===== config.mk =====
export PLATFORM = sky130hd
export DESIGN_NAME = ntt_ready_ctrl
export DESIGN_NICKNAME = d
export VERILOG_FILES = /design/src/ntt_mode_pkg.sv /design/src/ntt_ready_ctrl.sv
export VERILOG_INCLUDE_DIRS = /design/src /design/src/include
export SDC_FILE = /design/constraint.sdc
export NUM_CORES = 1
export LEC_CHECK = 0
export BUFFER_PORTS_ARGS = -buffer_cell sky130_fd_sc_hd__buf_2
export CAP_MARGIN = 10
export CORE_AREA = 4 4 41 43
export CTS_CLUSTER_SIZE = 25
export DETAILED_ROUTE_END_ITERATION = 6
export DIE_AREA = 0 0 45 47
export GPL_TIMING_DRIVEN = 0
export PLACE_DENSITY = 0.44
export RECOVER_POWER = 100
export SLEW_MARGIN = 20
export SYNTH_ARGS = -nofsm -noshare
export SYNTH_HDL_FRONTEND = slang
export SYNTH_SLANG_ARGS = --single-unit

===== constraint.sdc =====
create_clock -name clk -period 1.8 [get_ports clk]
set_input_delay 0.09 -clock clk [delete_from_list [all_inputs] [get_ports clk]]
set_output_delay 0.09 -clock clk [all_outputs]
set_load 0.005 [all_outputs]

===== src/include/ntt_macros.svh =====
/*
 * Coefficient width, ML-DSA modulus and pipeline latencies
 * for the 2x2 NTT butterfly block
 */

`ifndef NTT_MACROS_SVH
`define NTT_MACROS_SVH

// Coefficient width in bits
`define NTT_COEFF_WIDTH 23

// ML-DSA prime q = 2^23 - 2^13 + 1
`define NTT_Q 8380417

// Product register plus reduction register
`define NTT_MULT_LATENCY 2

// One butterfly unit, identical for every mode
`define NTT_BF_LATENCY 3

// Two butterfly stages back to back
`define NTT_2X2_LATENCY 6

`endif


===== src/ntt_mode_pkg.sv =====
/*
 * Operating modes of the NTT butterfly block
 */

`default_nettype none

package ntt_mode_pkg;

    // ct and gs run the 2x2 butterfly network
    // pwm, pwa and pws run four independent pointwise lanes
    typedef enum logic [2:0] {
        ct  = 3'd0,
        gs  = 3'd1,
        pwm = 3'd2,
        pwa = 3'd3,
        pws = 3'd4
    } mode_t;

endpackage

`default_nettype wire


===== src/ntt_ready_ctrl.sv =====
/*
 * Enable shift register with a mode-dependent ready tap
 */

`timescale 1ns/1ps
`default_nettype none

`include "ntt_macros.svh"

module ntt_ready_ctrl (
    input  wire                     clk,
    input  wire                     reset_n,
    input  wire                     zeroize_i,
    input  var ntt_mode_pkg::mode_t mode_i,
    input  wire                     enable_i,
    output logic                    ready_o
);

    localparam int LONG_TAP  = `NTT_2X2_LATENCY;
    localparam int SHORT_TAP = `NTT_BF_LATENCY;

    logic [LONG_TAP-1:0] en_sr;
    logic                pwo_mode;

    assign pwo_mode = (mode_i inside {ntt_mode_pkg::pwm, ntt_mode_pkg::pwa,
                                      ntt_mode_pkg::pws});

    // Bit k holds the enable from k+1 cycles ago
    always_ff @(posedge clk or negedge reset_n) begin
        if (!reset_n) begin
            en_sr <= '0;
        end
        else if (zeroize_i) begin
            en_sr <= '0;
        end
        else begin
            en_sr <= {en_sr[LONG_TAP-2:0], enable_i};
        end
    end

    // Pointwise results skip the second stage
    assign ready_o = pwo_mode ? en_sr[SHORT_TAP-1] : en_sr[LONG_TAP-1];

endmodule

`default_nettype wire


**Word-level counts from Yosys, hierarchy flattened**

Cells that the tools add are included.

- Equal/unequal tests: 3
- Muxes and demuxes: 2
- Reductions and logical operators: 1

Operators by type and width:

| operator | count |
|---|---|
| == test 3 x 2 -> 1 bit, second input constant | 2 |
| 2-to-1 mux 6 bit | 1 |
| == test 3 bit, second input constant | 1 |
| nonzero test 3 bit | 1 |
| 2-to-1 mux 1 bit | 1 |

- Flip-flop bits (word level): 6
- Logic and storage cells: 7

**Longest topological paths before layout**

Gate-level depths: netlist of run 1.

- Word-level depth: 3
- Depth in mapped cells: 3

**Least setup slack after synthesis of run 1**

Ideal clock, no wire load.

- Kind: input port to output port
- Start: in mode_i[2]
- End: out ready_o
- Arrival: 0.615 ns
- Required time: 1.710 ns
- Slack: 1.095 ns
- Stages on the path: 3
- Buffers on the path: 0
- Cell sequence: nor2b_4 o21ai_2 mux2_4

- Word-level cells in the longest chain between the ends: 3
- Elaborated cells between the ends (all ways): 5
- Classes of those cells: eq/ne (3); mux (1); reduce/logical (1)

Ends and longest elaborated chain:

| item | RTL line | RTL |
|---|---|---|
| start: declaration | ntt_ready_ctrl.sv:14 | `input var ntt_mode_pkg::mode_t mode_i,` |
| == test 3 x 2 -> 1 bit / == test 3 bit (equally long branches) | ntt_ready_ctrl.sv:25 | `assign pwo_mode = (mode_i inside {ntt_mode_pkg::pwm, ntt_mode_pkg::pwa,` |
| nonzero test 3 bit * | ntt_ready_ctrl.sv:25 |  |
| 2-to-1 mux 1 bit * | ntt_ready_ctrl.sv:42 | `assign ready_o = pwo_mode ? en_sr[SHORT_TAP-1] : en_sr[LONG_TAP-1];` |
| end: declaration | ntt_ready_ctrl.sv:16 | `output logic ready_o` |

Mark *: on every way between the ends. The rest lies on a longest branch, timed or not.

**Worst setup path in the final report of run 1**

- Start: reg en_sr[2]
- End: out ready_o

- Word-level cells in the longest chain between the ends: 1

Ends and longest elaborated chain:

| item | RTL line | RTL |
|---|---|---|
| start: declaration | ntt_ready_ctrl.sv:22 | `logic [LONG_TAP-1:0] en_sr;` |
| start signal: assignment | ntt_ready_ctrl.sv:37 | `en_sr <= {en_sr[LONG_TAP-2:0], enable_i};` |
| 2-to-1 mux 1 bit | ntt_ready_ctrl.sv:42 |  |

No other way between the ends.

==> flow_summary.toml, run 1 <==
[drt]
dr_wl_met3_um = 69
drt_iter0_drc = 0
wl_per_cell_um = 8.952
ant_nets = 0
route.layer.met1.wl_um = 141
drc_errors = 0
top_layer = "met4"
routed-via-count = 151
wl_um = 376
via_per_inst = 3.595
firstDrtPassIters = 1
wl_met2_um = 153

[layout]
antenna_cells = 0
nFillCells = 146
reg.largest.list = "en_sr (6)"
ff_latch_area_um2 = 150.1
fin_nets = 36
final_cell_area_um2 = 311.5
final_core_util_pct = 23.94
layout-drive-gt1-share_pct = 37.04
multiInputGateArea_um2 = 78.83
fin_cells = 42
largest_reg_flops = 6
regMostFlops = "en_sr"
syn_to_final_growth_pct = 36.07

[job]
drv_cap = 0

[place]
placedCellCount = 38
dpl.hpwl_um = 305.7
globalplace.congestion = 0.6034
port_buffers = 7
place_area_um2 = 282.8

[cts]
cts_tree = "done"
cts_hold_buf = 1
clockBufferDepth = 2
clk_latency_ps = 240
clk_pin_slew_worst_paths_ps = 40
htree_levels = 1
clock-sinks = 6
cts_inserted_buffers = 3
cts_resized = 0
post-cts-setup-buffer-count = 0
cts_root_buf = "clkbuf_4"

[sta]
tns_ps = 0
hold_viol_final = 0
setup_viol = 0
clock_skew_ps = 3.561
holdWs_ps = 84.53
period_minus_slack_ps = 1087
max_slew_margin_pct = 79.66
period_share_pct = 60.36
grt_setup_unrepaired = "false"
slew_viol_final = 0
max_freq_ghz = 0.9203
tightest_slew_ps = 305.1

[setup_path]
endpoint_kind = "primary output"
required_ps = 1710
worstPathArrival_ps = 1000
reg2reg_depth = 1
worst-setup-path-type = "flop to primary output"
crit_fanout = 2
startpoint_type = "flop"

[floorplan]
dieHeight_um = 47
start_util_pct = 17.60
die_w_um = 45
rows = 13
floorplan.die_area_um2 = 2115
coreArea_um2 = 1301
io_pins = 8

[logic_synthesis]
netlist_area_um2 = 229.0
syn_inst = 16
synth.distinct_cells = 6
yosys_warnings = 0
syn_nets = 23
ys_seq_area_share_pct = 65.57
syn_avg_cell_area_um2 = 14.31
yosys_register_bits = 6

[worst_hold_path]
hp-class = "input pin to flop"
worstHoldPathCells = 2

[power]
p_leak_nw = 0.1524
p_per_area_nw_per_um2 = 901.5
ir_worst_vdd_v = 0.0003827

[outcome]
status = "finished clean"

[grt]
grt_max_degree = 7
gr-total-overflow = 0
grt_first_pass_wirelength_um = 690
grt_pass1_vias = 175
grt_use_total_pct = 5.175
antenna_found_initial = 0
final timing paths:
check	to	startpoint	slack, ps
setup / recovery	ready_o	en_sr[2]	710
hold / removal	en_sr[0]	enable_i	80
setup reg to reg	en_sr[3]	en_sr[2]	1160
hold reg to reg	en_sr[1]	en_sr[0]	470
max in group asynchronous	en_sr[1]	reset_n	1320
min in group asynchronous	en_sr[2]	reset_n	240
critical path: stages (launching register included):
cell and delay, ps:
dfrtp_1 380, mux2_4 270, clkbuf_1 110
cells in the final DEF, fill, tap and decap left out:
master and n:
clkbuf_1 3, nor2b_4 1, buf_2 4, nor2b_1 6, o21ai_2 1, dlygate4sd3_1 1
mux2_4 1, clkbuf_4 3, dfrtp_1 6, nand2_1 1
power by group:
part	leakage, nW	switching (mW)	total, mW	internal, mW
clock	0.0138	0.0448	0.120	0.0752
sequential	0.0818	0.000861	0.140	0.139
combinational	0.0569	0.00979	0.0214	0.0116
total	0.152	0.0554	0.281	0.225
routing by layer:
layer	vias to the layer above	GRT usage, %
met2	10	7.910
li1	73	-
met1	65	4.186
met4	0	5.263
met5	-	0
met3	3	3.831
cells by family after synthesis:
logic type,count (synthesis),synth area share [%]
and+or+nand+nor,8,24.04
DFF,6,65.57
AOI/OAI and AO/OA,1,3.826
muxes,1,6.555
synthesized netlist by cell type (all sizes together):
cell type  count  share of area, %
o21ai          1               3.8
nand2          1               1.6
mux2           1               6.6
dfrtp          6                66
nor2b          7                22
through the flow:
step	power [mW]	setup slack [ps]
final	0.2809	713.4
after global routing	0.3024	673.8
after CTS	0.2874	687.4
after detailed placement	0.1625	839.0
after global placement	0.1616	853.0
after floorplan	0.1496	1095
area by class of cell:
class                           count  share of cell area [%]
Multi-Input combinational cell     10                   25.30
Clock buffer                        3                   7.229
Sequential cell                     6                   48.19
Tap cell                           15                   6.024
Timing Repair Buffer                8                   13.25
Power figures use the tool's default switching activity.
==> inputs of run 2 (changes only) <==
==> constraint.sdc (replaced) <==
create_clock -name clk -period 1.1 [get_ports clk]
set_input_delay 0.055 -clock clk [delete_from_list [all_inputs] [get_ports clk]]
set_output_delay 0.055 -clock clk [all_outputs]
set_load 0.005 [all_outputs]
==> flow_summary.toml, run 2 (synthesized netlist as in run 1, its figures left out) <==
[setup_path]
worst-setup-path-type = "flop to primary output"
r2r_start = "en_sr[2]"
endpoint_kind = "primary output"
r2r-end = "en_sr[3]"
startpoint_type = "flop"
required_ps = 1040
worstPathArrival_ps = 1010
rrSetupSlack_ps = 460
reg2reg_depth = 1
crit_fanout = 2

[layout]
final_cell_area_um2 = 319.1
multiInputGateArea_um2 = 78.83
nFillCells = 146
ff_latch_area_um2 = 150.1
layout_common_cells = "nor2b_1 (6), dfrtp_1 (6), buf_2 (4)"
reg.largest.list = "en_sr (6)"
antenna_cells = 0
fin_cells = 42
regMostFlops = "en_sr"
largest_reg_flops = 6
final_core_util_pct = 24.52
layout-drive-gt1-share_pct = 40.74
syn_to_final_growth_pct = 39.34
fin_nets = 36

[sta]
max_freq_ghz = 0.9362
grt_setup_unrepaired = "true"
tightest_slew_ps = 305.1
clock_skew_ps = 3.561
tns_ps = 0
holdWs_ps = 49.53
period_share_pct = 97.10
period_minus_slack_ps = 1068
setup_ws_ps = 31.88
slew_viol_final = 0
max_slew_margin_pct = 79.66
setup_viol = 0
hold_viol_final = 0

[drt]
routed-via-count = 151
wl_per_cell_um = 8.881
wl_um = 373
ant_nets = 0
drt_iter0_drc = 0
drc_errors = 0
firstDrtPassIters = 1
via_per_inst = 3.595

[place]
dpl.hpwl_um = 305.7
place_area_um2 = 282.8
port_buffers = 7
place_ws_ps = 209.0
globalplace.congestion = 0.6034
placedCellCount = 38

[grt]
grt_pass1_vias = 175
grt_use_total_pct = 5.175
gr-total-overflow = 0
grt_first_pass_wirelength_um = 690
antenna_found_initial = 0
grt_max_degree = 7

[cts]
cts_root_buf = "clkbuf_4"
htree_levels = 1
clock-sinks = 6
cts_tree = "done"
clockBufferDepth = 2
clk_latency_ps = 240
cts_inserted_buffers = 3
clk_pin_slew_worst_paths_ps = 40

[floorplan]
floorplan.die_area_um2 = 2115
coreArea_um2 = 1301
io_pins = 8
start_util_pct = 17.60
dieHeight_um = 47
die_w_um = 45
rows = 13

[job]
drv_cap = 0

[power]
p_leak_nw = 0.1574
power_mw = 0.4607
ir_worst_vdd_v = 0.0006273
p_per_area_nw_per_um2 = 1444

[outcome]
status = "finished clean"

[worst_hold_path]
hold_start = "enable_i"
hp-class = "input pin to flop"
holdPathEnd = "en_sr[0]"
worstHoldPathCells = 2
[run 2: cell count changes in the layout (fill, tap and decap cells not counted)]
cell | before | now
buf_6 | 0 | 1
clkbuf_1 | 3 | 2
[run 2: worst max path at each step]
stage	start	endpoint	slack, ps	depth (start not counted)
3_3_place_gp	mode_i[2]	ready_o	220	5
2_1_floorplan	en_sr[2]	ready_o	430	1
6_report	en_sr[2]	ready_o	30	2
5_1_grt	en_sr[2]	ready_o	-2	2
4_1_cts	en_sr[2]	ready_o	20	2
3_5_place_dp	mode_i[2]	ready_o	210	5
[run 2: per-layer routing]
layer,wire (µm),GRT usage [%],part of all wire (%),vias up
li1,-,-,-,73
met1,140,4.186,38,65
met2,153,7.910,41,10
met3,66,3.831,18,3
met4,11,5.263,2.9,0
met5,0,0,0,-
[run 2: layout make-up]
type,count,share of cell area [%]
sequential,6,47.06
tap,15,5.882
clock buffer,3,7.059
timing repair buffer,8,15.29
multi-input combinational,10,24.71
[run 2: critical path: stages, from the launching register on]
cell and delay, ps:
dfrtp_1 380, mux2_4 280, buf_6 110
[run 2: timing repair]
item | in CTS | in global routing
gates resized for setup | 0 | 1
buffers inserted | 0 | 0
setup endpoints to repair | 0 | 1
hold endpoints to repair | 6 | 0
hold buffers | 1 | 0
[run 2: power breakdown]
group	internal, mW	switching, mW	total [mW]	leakage (nW)
Sequential	0.227	0.00141	0.228	0.0818
Combinational	0.0201	0.0161	0.0362	0.0618
Clock	0.123	0.0733	0.196	0.0138
Total	0.370	0.0908	0.461	0.157
==> inputs of run 3 (changes only) <==
--- a/config.mk
+++ b/config.mk
@@ -8,12 +8,14 @@
 export LEC_CHECK = 0
 export BUFFER_PORTS_ARGS = -buffer_cell sky130_fd_sc_hd__buf_2
 export CAP_MARGIN = 10
+export CELL_PAD_IN_SITES_DETAIL_PLACEMENT = 1
+export CELL_PAD_IN_SITES_GLOBAL_PLACEMENT = 1
 export CORE_AREA = 4 4 41 43
 export CTS_CLUSTER_SIZE = 25
 export DETAILED_ROUTE_END_ITERATION = 6
 export DIE_AREA = 0 0 45 47
 export GPL_TIMING_DRIVEN = 0
-export PLACE_DENSITY = 0.44
+export PLACE_DENSITY = 0.5
 export RECOVER_POWER = 100
 export SLEW_MARGIN = 20
 export SYNTH_ARGS = -nofsm -noshare
==> flow_summary.toml, run 3 (synthesized netlist as in run 1, its figures left out) <==
[cts]
cts_tree = "done"
post-cts-setup-buffer-count = 0
clk_pin_slew_worst_paths_ps = 40
clk_latency_ps = 240
cts_inserted_buffers = 3
clockBufferDepth = 2
htree_levels = 1
cts_root_buf = "clkbuf_4"
clock-sinks = 6

[layout]
final_cell_area_um2 = 319.1
layout-drive-gt1-share_pct = 40.74
antenna_cells = 0
largest_reg_flops = 6
reg.largest.list = "en_sr (6)"
syn_to_final_growth_pct = 39.34
layout_common_cells = "nor2b_1 (6), dfrtp_1 (6), buf_2 (4)"
regMostFlops = "en_sr"
fin_nets = 36
final_core_util_pct = 24.52

[power]
p_leak_nw = 0.1574
ir_worst_vdd_v = 0.0005215
p_per_area_nw_per_um2 = 1441

[worst_hold_path]
worstHoldPathCells = 2
hold_start = "enable_i"
hp-class = "input pin to flop"
holdPathEnd = "en_sr[0]"

[outcome]
status = "finished clean"

[sta]
max_freq_ghz = 0.9508
setup_viol = 0
period_minus_slack_ps = 1052
holdWs_ps = 37.75
grt_setup_unrepaired = "true"
max_slew_margin_pct = 79.12
tightest_slew_ps = 313.3
period_share_pct = 95.62
setup_ws_ps = 48.21
hold_viol_final = 0
clock_skew_ps = 2.472
slew_viol_final = 0

[setup_path]
worst_path_largest_cell_delay_ps = 370
worstPathArrival_ps = 1000
reg2reg_depth = 1
cp_slowest_cell = "dfrtp_1"
crit_fanout = 2
worst-setup-path-type = "flop to primary output"
endpoint_kind = "primary output"
crit_start = "en_sr[2]"
required_ps = 1040
worstPathCellList = "mux2_4 -> buf_6"
r2r-end = "en_sr[3]"
rrSetupSlack_ps = 470
r2r_start = "en_sr[2]"
startpoint_type = "flop"

[floorplan]
die_w_um = 45
dieHeight_um = 47
io_pins = 8
coreArea_um2 = 1301
rows = 13
start_util_pct = 17.60
floorplan.die_area_um2 = 2115

[place]
place_area_um2 = 282.8
dpl.hpwl_um = 297.8
place_ws_ps = 216.7
globalplace.congestion = 0.5873
port_buffers = 7

[grt]
grt_use_total_pct = 5.075
grt_pass1_vias = 171
antenna_found_initial = 0
gr-total-overflow = 0
grt_first_pass_wirelength_um = 696
grt_max_degree = 7

[drt]
wl_um = 357
drc_errors = 0
wl_per_cell_um = 8.500
ant_nets = 0
drt_iter0_drc = 0
routed-via-count = 161
via_per_inst = 3.833
firstDrtPassIters = 1

[job]
drv_cap = 0
-- run 3: cell counts in the layout (fill, tap and decap cells not counted) --
No cell type changed its count.
-- run 3: worst max-delay path: cells and delay by family (launching register included) --
family / cells / cell delay, ps
DFF: 1 / 370
buffers and inverters: 1 / 110
muxes: 1 / 270
-- run 3: cell type report --
type | instances | area (µm²)
flip-flops and latches | 6 | 150.1
multi-input cells | 10 | 78.83
clock buffers | 3 | 22.52
fillers | 157 | 982.2
well taps | 15 | 18.77
repair buffers | 8 | 48.80
-- run 3: worst max path at each step --
stage               endpoint  cells past startpoint
floorplan            ready_o                      1
global placement     ready_o                      5
detailed placement   ready_o                      5
CTS                  ready_o                      2
global route         ready_o                      2
finish               ready_o                      2
-- run 3: per-stage QoR --
step | TNS, ps | power (mW) | instances
after floorplan | 0 | 0.2448 | 16
after global placement | 0 | 0.2648 | 38
after detailed placement | 0 | 0.2660 | 38
after CTS | 0 | 0.4832 | 42
after global routing | -10.64 | 0.5018 | 42
final | 0 | 0.4596 | 42
-- run 3: layer usage --
metal / up-vias / global-route usage (%) / share of wire, %
met5: - / 0 / 0
met4: 0 / 3.509 / 0
met3: 0 / 3.448 / 11
met2: 7 / 7.910 / 47
met1: 81 / 4.828 / 42
li1: 73 / - / -
-- run 3: power breakdown --
| part | switching [mW] | internal [mW] |
|---|---|---|
| sequential | 0.00153 | 0.227 |
| combinational | 0.0158 | 0.0200 |
| clock | 0.0725 | 0.123 |
| total | 0.0898 | 0.370 |
-- run 3: what timing repair did --
action                     CTS  global route
gates resized for setup      0             1
hold endpoints to repair     6             0
setup endpoints to repair    0             1
hold buffers                 1             0
