`src/include/ntt_macros.svh`:
```
/*
 * Coefficient width, ML-DSA modulus and pipeline latencies
 * for the 2x2 NTT butterfly block
 */

`ifndef NTT_MACROS_SVH
`define NTT_MACROS_SVH

// Coefficient width in bits
`define NTT_COEFF_WIDTH 23

// ML-DSA prime q = 2^23 - 2^13 + 1
`define NTT_Q 8380417

// Product register plus reduction register
`define NTT_MULT_LATENCY 2

// One butterfly unit, identical for every mode
`define NTT_BF_LATENCY 3

// Two butterfly stages back to back
`define NTT_2X2_LATENCY 6

`endif

```
`src/ntt_data_pkg.sv`:
```
/*
 * Coefficient type, operand and result words of the 2x2 butterfly,
 * each readable as butterfly or pointwise data
 */

`default_nettype none

`include "ntt_macros.svh"

package ntt_data_pkg;

    // Always held below q
    typedef logic [`NTT_COEFF_WIDTH-1:0] coeff_t;

    //----------------------------------------
    // Operand word, 8 coefficients
    //----------------------------------------
    typedef struct packed {
        coeff_t u00, u01;
        coeff_t v00, v01;
        coeff_t w00, w01;
        coeff_t w10, w11;
    } bf_uvw_t;

    typedef struct packed {
        coeff_t u0, u1, u2, u3;
        coeff_t v0, v1, v2, v3;
    } pwo_uv_t;

    // bf in ct and gs, pw in the pointwise modes
    typedef union packed {
        bf_uvw_t bf;
        pwo_uv_t pw;
    } operand_u;

    //----------------------------------------
    // Result word, 4 coefficients
    //----------------------------------------
    typedef struct packed {
        coeff_t u20, v20;
        coeff_t u21, v21;
    } bf_uvo_t;

    typedef struct packed {
        coeff_t uv0, uv1, uv2, uv3;
    } pwo_res_t;

    typedef union packed {
        bf_uvo_t  bf;
        pwo_res_t pw;
    } result_u;

endpackage

`default_nettype wire

```
`src/ntt_twiddle_delay.sv`:
```
/*
 * Delay line for the second-stage twiddles w10 and w11
 */

`timescale 1ns/1ps
`default_nettype none

`include "ntt_macros.svh"

module ntt_twiddle_delay (
    input  wire                      clk,
    input  wire                      reset_n,
    input  wire                      zeroize_i,
    input  var ntt_data_pkg::coeff_t w10_i,
    input  var ntt_data_pkg::coeff_t w11_i,
    output ntt_data_pkg::coeff_t     w10_o,
    output ntt_data_pkg::coeff_t     w11_o
);

    // Matches the first-stage butterfly latency
    localparam int DEPTH = `NTT_BF_LATENCY;

    ntt_data_pkg::coeff_t [DEPTH-1:0] w10_sr;
    ntt_data_pkg::coeff_t [DEPTH-1:0] w11_sr;

    always_ff @(posedge clk or negedge reset_n) begin
        if (!reset_n) begin
            w10_sr <= '0;
            w11_sr <= '0;
        end
        else if (zeroize_i) begin
            w10_sr <= '0;
            w11_sr <= '0;
        end
        else begin
            w10_sr <= {w10_sr[DEPTH-2:0], w10_i};
            w11_sr <= {w11_sr[DEPTH-2:0], w11_i};
        end
    end

    assign w10_o = w10_sr[DEPTH-1];
    assign w11_o = w11_sr[DEPTH-1];

endmodule

`default_nettype wire

```
`config.mk`:
```
export PLATFORM = sky130hd
export DESIGN_NAME = ntt_twiddle_delay
export DESIGN_NICKNAME = d
export VERILOG_FILES = /design/src/ntt_data_pkg.sv /design/src/ntt_twiddle_delay.sv
export VERILOG_INCLUDE_DIRS = /design/src /design/src/include
export SDC_FILE = /design/constraint.sdc
export NUM_CORES = 1
export LEC_CHECK = 0
export BUFFER_PORTS_ARGS = -buffer_cell sky130_fd_sc_hd__buf_2
export CAP_MARGIN = 10
export CELL_PAD_IN_SITES_DETAIL_PLACEMENT = 0
export CELL_PAD_IN_SITES_GLOBAL_PLACEMENT = 1
export CORE_ASPECT_RATIO = 1.75
export CORE_MARGIN = 3
export CORE_UTILIZATION = 49
export CTS_BUF_LIST = sky130_fd_sc_hd__clkbuf_8
export DETAILED_ROUTE_END_ITERATION = 8
export GPL_ROUTABILITY_DRIVEN = 1
export PLACE_DENSITY_LB_ADDON = 0.1
export SLEW_MARGIN = 20
export SYNTH_ARGS = -nofsm -noshare
export SYNTH_HDL_FRONTEND = slang
export SYNTH_SLANG_ARGS = --single-unit
```
`constraint.sdc`:
```
create_clock -name clk -period 1.8 [get_ports clk]
set_input_delay 0.54 -clock clk [delete_from_list [all_inputs] [get_ports clk]]
set_output_delay 0.54 -clock clk [all_outputs]
set_load 0.005 [all_outputs]
```
* Word-level counts from Yosys, hierarchy flattened *
Index checks and enable logic that the tools add are counted.

cells by class
  $add $sub $neg = 0
  $mul = 0
  divide/modulo/power cells = 0
  order comparisons = 0
  eq/ne operators = 0
  shift operators = 0
  muxes and demuxes = 2
  bitwise operators = 0
  reduce and logical (&&, ||, !) cells = 0

operators with widths
  kind                count
  69-bit two-way mux  2

storage, ports and cells
  bits in registers = 138
  bits in latches = 0
  memory bits (writable) = 0
  memory bits (read-only) = 0
  output and inout bits = 46
  memories = 0

* Longest topological paths before layout *
Gate-level depths: netlist of run 1.

  word-level depth = 1
  gate-level depth with buffers = 3
  gate-level depth less buffers = 1

* Worst setup path after synthesis of run 1 *
OpenSTA, ideal clock, no wires.

  kind = input to register
  from = input zeroize_i
  to = register w10_sr[0] (netlist bit)
  library setup time = 0.122 ns
  data arrival time = 0.910 ns
  required time = 1.678 ns
  setup slack = 0.769 ns
  cell stages on the path = 3
  cells stage by stage = buf_2 -> buf_2 -> nor2b_1

between the ends
  longest elaborated chain between the ends = 1

RTL lines
  what                  line                     RTL
  start, declared       ntt_twiddle_delay.sv:13  input wire zeroize_i,
  69-bit two-way mux    ntt_twiddle_delay.sv:31  else if (zeroize_i) begin
  end signal, assigned  ntt_twiddle_delay.sv:36  w10_sr <= {w10_sr[DEPTH-2:0], w10_i};
  end, declared         ntt_twiddle_delay.sv:23  ntt_data_pkg::coeff_t [DEPTH-1:0] w10_sr;

No other way between the ends.

* Worst setup path after layout of run 1 *
  from = register w11_sr (netlist bit w11_o[11])
  to = output w11_o[11]

RTL lines
  what                    line                     RTL
  start, declared         ntt_twiddle_delay.sv:24  ntt_data_pkg::coeff_t [DEPTH-1:0] w11_sr;
  start signal, assigned  ntt_twiddle_delay.sv:37  w11_sr <= {w11_sr[DEPTH-2:0], w11_i};
  end, declared           ntt_twiddle_delay.sv:17  output ntt_data_pkg::coeff_t w11_o

No word-level cell between the ends.

==> out/metrics.cfg, run 1 <==
[status]
outcome=complete, no violations

[clock_tree]
clk_latency_ps=420
hold_buffers=1
cts-buffers-inserted=17
clk_pin_slew_ps=70
number_of_gates_resized_after_cts=0
cts_setup_buffers=0
ctsHtreeMaxLevel=4
tritoncts_num_sinks=138
clk_buf_depth=2
clock-root-buffer=clkbuf_8
cts_tree=done

[timing]
final.hold.worst_slack_ps=334
max_freq_mhz=683
grt_setup_unrepaired=false
slew_violations=0
skew_ps=5.97
worst_slew_margin_rel=0.733
number_of_hold_slack_violations_in_the_final_timing_report=0
period_minus_slack_ps=1460
finalSetupViolCount=0
setup_ws_final_ps=335
setup-tns-final_ps=0
post-route-period-util=0.814
timing_worst_slew_pin_value_ps=401

[worst_setup_path]
worstPathArrival_ps=920
path_cells=buf_2
slowest_stage_delay_cp_ps=380
crit_slowest_cell=dfrtp_1
critical-path-top-delay-family=flip-flops
worst_setup_path_start_kind=flop
timing.setup.critical_path_class=reg -> out
end_kind=output port
worst_ep_required_time_ps=1260
critical_path_buf_inv_count=1
timing.critical_path.fanout_max=1

[finish]
multi_input_comb_area_sq_um=863
area_growth_pct=16.6
antennaDiodeCount=0
num-fill-cells=767
sequential_cell_area_sq_um=3450
num-nets-final=449
most-common-layout-cells=nor2b_1, dfrtp_1, buf_2
post_layout_nonfiller_instances=533
drive_gt1_frac=0.327

[place]
dp_hpwl_microns=4210
portBuffers=94
finalWeightedCongestion=0.687
pre_cts_slack_ps=476
numPlacedInstances=500

[power]
cellLeakagePower_nw=2.88
design_power_total_mw=6.08
peak_ir_drop_on_the_vdd_network_v=0.000620
pwr_density_cell_nw_per_um2=1100

[die]
initial_utilization=0.512
chipHeight_microns=136
core_area_sq_um=9270
floorplan.rows=46
chipWidth_microns=80.4
design.portCount=95
die-area_sq_um=10900

[global_route]
grt_pass1_wl_microns=10500
antenna_found_initial=0
grt_max_degree=41
first_global_vias=2314
grtUsageTotal=0.132
grt-ovfl-total=0

[synthesis]
portion_of_the_post_synthesis_area_used_by_sequential_elements=0.728
ys_warn_count=0
mappedNetlistNets=386
synthDominantAreaCellType=dfrtp_1
synth_cell_types=4
syn-instance-count=337
main_combinational_cell_family_by_area_after_synthesis=simple AND/OR/NAND/NOR gates
synthesis.area_sq_um=4740
post_synth_and_or_nand_nor_area_fraction=0.182
post_synth_main_area_contributors=dfrtp_1, nor2b_1, buf_4
muxShareOfSynthArea=0
postSynthAreaPerCell_sq_um=14.1
post_synth_fa_ha_maj_area_fraction=0
compound_gate_portion_of_the_synthesized_area=0
synth_largest_type_area_fraction=0.728
synth_seq_cells=138
synthXorXnorAreaFrac=0

[drt]
drt-total-wl_microns=6230
vias=2295
drc=0
ant_nets=0
viasPerCell=4.31
firstDrtPassIters=4
drt_first_iter_violations=67
mean_routed_wirelength_per_cell_microns=11.7

[flow_run]
drv_cap=0

[min_path]
hold_class=in -> reg

through the flow:
stage / util / cell area, sq um
floorplan: - / 4740
global placement: 0.550 / 5100
detailed placement: 0.550 / 5100
CTS: 0.597 / 5530
global route: 0.597 / 5530
finish: 0.597 / 5530
layer usage:
metal | GRT usage | vias to the layer above | share of wire
met5 | 0 | - | 0
met4 | 0.0761 | 0 | 0.029
met3 | 0.0617 | 12 | 0.057
met2 | 0.209 | 64 | 0.54
met1 | 0.142 | 1125 | 0.37
li1 | - | 1094 | -
report_power, final:
group,switching (mW),leakage [nW],total (mW),internal (mW)
registers,0.0220,1.84,3.24,3.22
logic,0.155,0.826,0.307,0.152
clock network,1.07,0.216,2.54,1.47
total,1.24,2.88,6.08,4.84
registers in the layout, summed over array words and instances (netlist names):
register  count
w10_o        23
w10_sr       46
w11_sr       46
w11_o        23
cell type report:
type,count,share of cell area
multi-input combinational,138,0.156
clock inverter,12,0.0265
clock buffer,20,0.0498
timing repair buffer,105,0.116
tap,120,0.0272
sequential,138,0.625
synthesized netlist by cell type:
library cell  count
buf_4            48
dfrtp_1         138
buf_2            13
nor2b_1         138
worst paths after layout:
check                      slack, ps        from          to  depth (start not counted)
max                              340   w11_o[11]   w11_o[11]                          1
min                              330   w11_i[18]  w11_sr[18]                          2
max reg2reg                     1190  w11_sr[41]   w11_o[18]                          1
min reg2reg                      450   w10_sr[7]  w10_sr[30]                          1
max in group asynchronous        680     reset_n  w10_sr[27]                          3
min in group asynchronous        580     reset_n   w10_o[20]                          2
kinds of logic (layout without fill, tap and decap cells):
logic type    after synthesis  in the layout
flops                     138            138
simple gates              138            138
buf+inv                    61            137
Note: power is estimated with default switching activity, not from simulation.
==> inputs of run 2 (changes only) <==
CORE_UTILIZATION = 46   (was 49)
clock period = 1.4 ns   (was 1.8 ns; I/O delays follow)
==> out/metrics.cfg, run 2 (synthesized netlist as in run 1, its figures left out) <==
[status]
outcome=complete, no violations

[drt]
vias=2262
viasPerCell=4.24
ant_nets=0
drt-total-wl_microns=6400
drt_first_iter_violations=94
mean_routed_wirelength_per_cell_microns=12.0
firstDrtPassIters=6
drc=0

[global_route]
grt-ovfl-total=0
grtUsageTotal=0.126
grt_max_degree=73
first_global_vias=2240
grt_pass1_wl_microns=10400
antenna_found_initial=0

[worst_setup_path]
worst_r2r_startpoint=w11_sr[35]
worst_setup_path_start_kind=flop
r2r-end=w11_o[12]
crit_slowest_cell=dfrtp_1
worstPathArrival_ps=930
critical_path_buf_inv_count=1
ff2ff_path_depth=1
critical-path-top-delay-family=flip-flops
slowest_stage_delay_cp_ps=390
path_cells=buf_2
setup.reg_to_reg.worst_slack_ps=780
end_kind=output port
timing.setup.critical_path_class=reg -> out
timing.critical_path.fanout_max=1
worst_ep_required_time_ps=980

[finish]
sequential_cell_area_sq_um=3450
most-common-layout-cells=nor2b_1, dfrtp_1, buf_2
antennaDiodeCount=0
drive_gt1_frac=0.321
area_growth_pct=15.5
largest_registers=w10_sr: 46 flops, w11_sr: 46 flops
num-fill-cells=888
num-nets-final=446
multi_input_comb_area_sq_um=863
final_design_area_excluding_fillers_sq_um=5480

[clock_tree]
tritoncts_num_sinks=138
clock-root-buffer=clkbuf_8
cts_tree=done
clk_pin_slew_ps=70
clk_buf_depth=2
ctsHtreeMaxLevel=4
cts-buffers-inserted=17
clk_latency_ps=420
number_of_gates_resized_after_cts=0
cts_setup_buffers=0

[power]
peak_ir_drop_on_the_vdd_network_v=0.000803
cellLeakagePower_nw=2.84
pwr_density_cell_nw_per_um2=1410
design_power_total_mw=7.73

[die]
core_area_sq_um=9970
chipHeight_microns=140
floorplan.rows=48
initial_utilization=0.476
die-area_sq_um=11600
design.portCount=95
chipWidth_microns=82.8

[place]
postPlaceCellArea_sq_um=5070
pre_cts_slack_ps=325
finalWeightedCongestion=0.755
portBuffers=94

[min_path]
min_to=w11_sr[20]
min_from=w11_i[20]
hold_depth=2
hold_class=in -> reg

[timing]
max_freq_mhz=741
skew_ps=7.09
finalSetupViolCount=0
post-route-period-util=0.964
worst_slew_margin_rel=0.808
number_of_hold_slack_violations_in_the_final_timing_report=0
grt_setup_unrepaired=true
setup-tns-final_ps=0
slew_violations=0
setup_ws_final_ps=50.7
period_minus_slack_ps=1350
timing_worst_slew_pin_value_ps=289

[flow_run]
drv_cap=0

[run 2: cell type report]
cell class,count,share of cell area
multi-input cells,138,0.158
well taps,125,0.0286
flip-flops and latches,138,0.631
repair buffers,102,0.110
clock inverters,12,0.0276
clock buffers,18,0.0452
[run 2: repair_timing]
| action | in CTS | in global routing |
|---|---|---|
| endpoints found under the setup margin | 0 | 4 |
| hold endpoints to repair | 16 | 0 |
| hold buffers | 1 | 0 |
[run 2: power breakdown]
part | internal, mW | switching (mW) | leakage, nW
Combinational | 0.187 | 0.198 | 0.807
Clock | 1.78 | 1.40 | 0.188
Sequential | 4.13 | 0.0281 | 1.84
Total | 6.10 | 1.63 | 2.84
[run 2: through the flow]
step,instances,utilization,hold WS (ps)
after floorplan,337,-,124
after global placement,502,0.508,286
after detailed placement,502,0.508,287
after CTS,533,0.549,170
after global routing,533,0.549,176
final,533,0.549,216
[run 2: worst max path at each step]
stage,start,to,slack [ps],cells past startpoint
2_1_floorplan,zeroize_i,w10_sr[0],490,3
4_1_cts,w11_o[16],w11_o[16],7,1
3_3_place_gp,zeroize_i,w11_o[22],360,3
3_5_place_dp,zeroize_i,w10_o[16],330,3
6_report,w11_o[10],w11_o[10],50,1
5_1_grt,w11_o[10],w11_o[10],-20,1
[run 2: per-layer routing]
layer  up-vias  GRT usage  wire, microns
met5         -          0              0
met4         0     0.0835            185
met3        12     0.0560            401
met2        73      0.193           3400
met1      1095      0.138           2410
li1       1082          -              -
==> inputs of run 3 (changes only) <==
CORE_UTILIZATION = 29   (was 46)
clock period = 1.5 ns   (was 1.4 ns; I/O delays follow)
==> out/metrics.cfg, run 3 (synthesized netlist as in run 1, its figures left out) <==
[status]
outcome=complete, no violations

[power]
total_switching_power_mw=1.58
pwr-share-comb=0.049
cellLeakagePower_nw=2.88
peak_ir_drop_on_the_vdd_network_v=0.000493
pwr_density_cell_nw_per_um2=1350
sequentialPowerShare=0.513
p_int_mw=5.99
clkPwrFrac=0.438
switching_share=0.209

[drt]
mean_routed_wirelength_per_cell_microns=12.3
vias=2257
drt-total-wl_microns=7390
drt_first_iter_violations=42
viasPerCell=3.77
drc=0
ant_nets=0
firstDrtPassIters=2

[die]
design.portCount=95
initial_utilization=0.297
die-area_sq_um=18000
core_area_sq_um=16000
chipHeight_microns=175
chipWidth_microns=103
floorplan.rows=61

[worst_setup_path]
timing.critical_path.fanout_max=1
slowest_stage_delay_cp_ps=380
worst_ep_required_time_ps=1050
critical_path_buf_inv_count=1
crit_slowest_cell=dfrtp_1
critical-path-top-delay-family=flip-flops
worstPathArrival_ps=920
timing.setup.critical_path_class=reg -> out
path_cells=buf_2
worst_setup_path_start_kind=flop
ff2ff_path_depth=1
r2r-end=w10_sr[35]
end_kind=output port
worst_r2r_startpoint=w10_sr[12]
setup.reg_to_reg.worst_slack_ps=890

[place]
finalWeightedCongestion=0.648
dp_hpwl_microns=4570
portBuffers=94
numPlacedInstances=567
pre_cts_slack_ps=365

[finish]
sequential_cell_area_sq_um=3450
most-common-layout-cells=nor2b_1, dfrtp_1, buf_2
drive_gt1_frac=0.320
area_growth_pct=18.2
multi_input_comb_area_sq_um=863
num-nets-final=447
post_layout_nonfiller_instances=599
num-fill-cells=1571
largest_registers=w10_sr: 46 flops, w11_sr: 46 flops
antennaDiodeCount=0

[global_route]
grt_pass1_wl_microns=12200
antenna_found_initial=0
grt_max_degree=79
grt-ovfl-total=0
grtUsageTotal=0.0917
first_global_vias=2324

[timing]
slew_violations=0
skew_ps=9.62
finalSetupViolCount=0
number_of_hold_slack_violations_in_the_final_timing_report=0
grt_setup_unrepaired=false
post-route-period-util=0.916
setup_ws_final_ps=126
setup-tns-final_ps=0
timing_worst_slew_pin_value_ps=406
max_freq_mhz=728
worst_slew_margin_rel=0.729
period_minus_slack_ps=1370

[clock_tree]
cts_tree=done
hold_buffers=1
clk_pin_slew_ps=80
clk_buf_depth=2
clock-root-buffer=clkbuf_8
clk_latency_ps=420
cts-buffers-inserted=17
ctsHtreeMaxLevel=4
tritoncts_num_sinks=138
cts_setup_buffers=0
number_of_gates_resized_after_cts=0

[min_path]
hold_class=in -> reg
min_from=w10_i[18]
min_to=w10_sr[18]
hold_depth=2

[flow_run]
drv_cap=0

==> run 3: through the flow <==
step,power [mW],utilization,area (sq um),hold WS [ps]
global placement,4.33,0.323,5150,400
floorplan,4.15,-,4740,154
CTS,7.74,0.351,5610,204
detailed placement,4.34,0.323,5150,407
finish,7.57,0.351,5610,240
global route,7.95,0.351,5610,203
==> run 3: worst max-delay path by stage <==
| stage | startpoint | end | slack, ps | cells after the start |
|---|---|---|---|---|
| after detailed placement | zeroize_i | w11_sr[43] | 360 | 3 |
| after global routing | w11_o[13] | w11_o[13] | 50 | 1 |
| after CTS | w11_o[4] | w11_o[4] | 80 | 1 |
| after floorplan | zeroize_i | w10_sr[0] | 560 | 3 |
| final | w10_o[2] | w10_o[2] | 130 | 1 |
| after global placement | zeroize_i | w11_sr[19] | 400 | 3 |
==> run 3: power groups by stage <==
stage	Combinational [mW]	Sequential [mW]	Clock (mW)
global placement	0.373	3.95	0
finish	0.369	3.88	3.32
floorplan	0.203	3.95	0
detailed placement	0.385	3.96	0
global route	0.425	3.89	3.63
CTS	0.388	3.88	3.47
==> run 3: area by class of cell <==
type                    count  area share
well taps                 189      0.0422
multi-input cells         138       0.154
repair buffers            103       0.109
flip-flops and latches    138       0.616
clock inverters            14      0.0368
clock buffers              17      0.0417
==> run 3: layer usage <==
metal | routed length, microns | vias to the layer above | track usage
li1 | - | 1087 | -
met1 | 2950 | 1096 | 0.106
met2 | 3820 | 62 | 0.143
met3 | 448 | 12 | 0.0352
met4 | 164 | 0 | 0.0504
met5 | 0 | - | 0
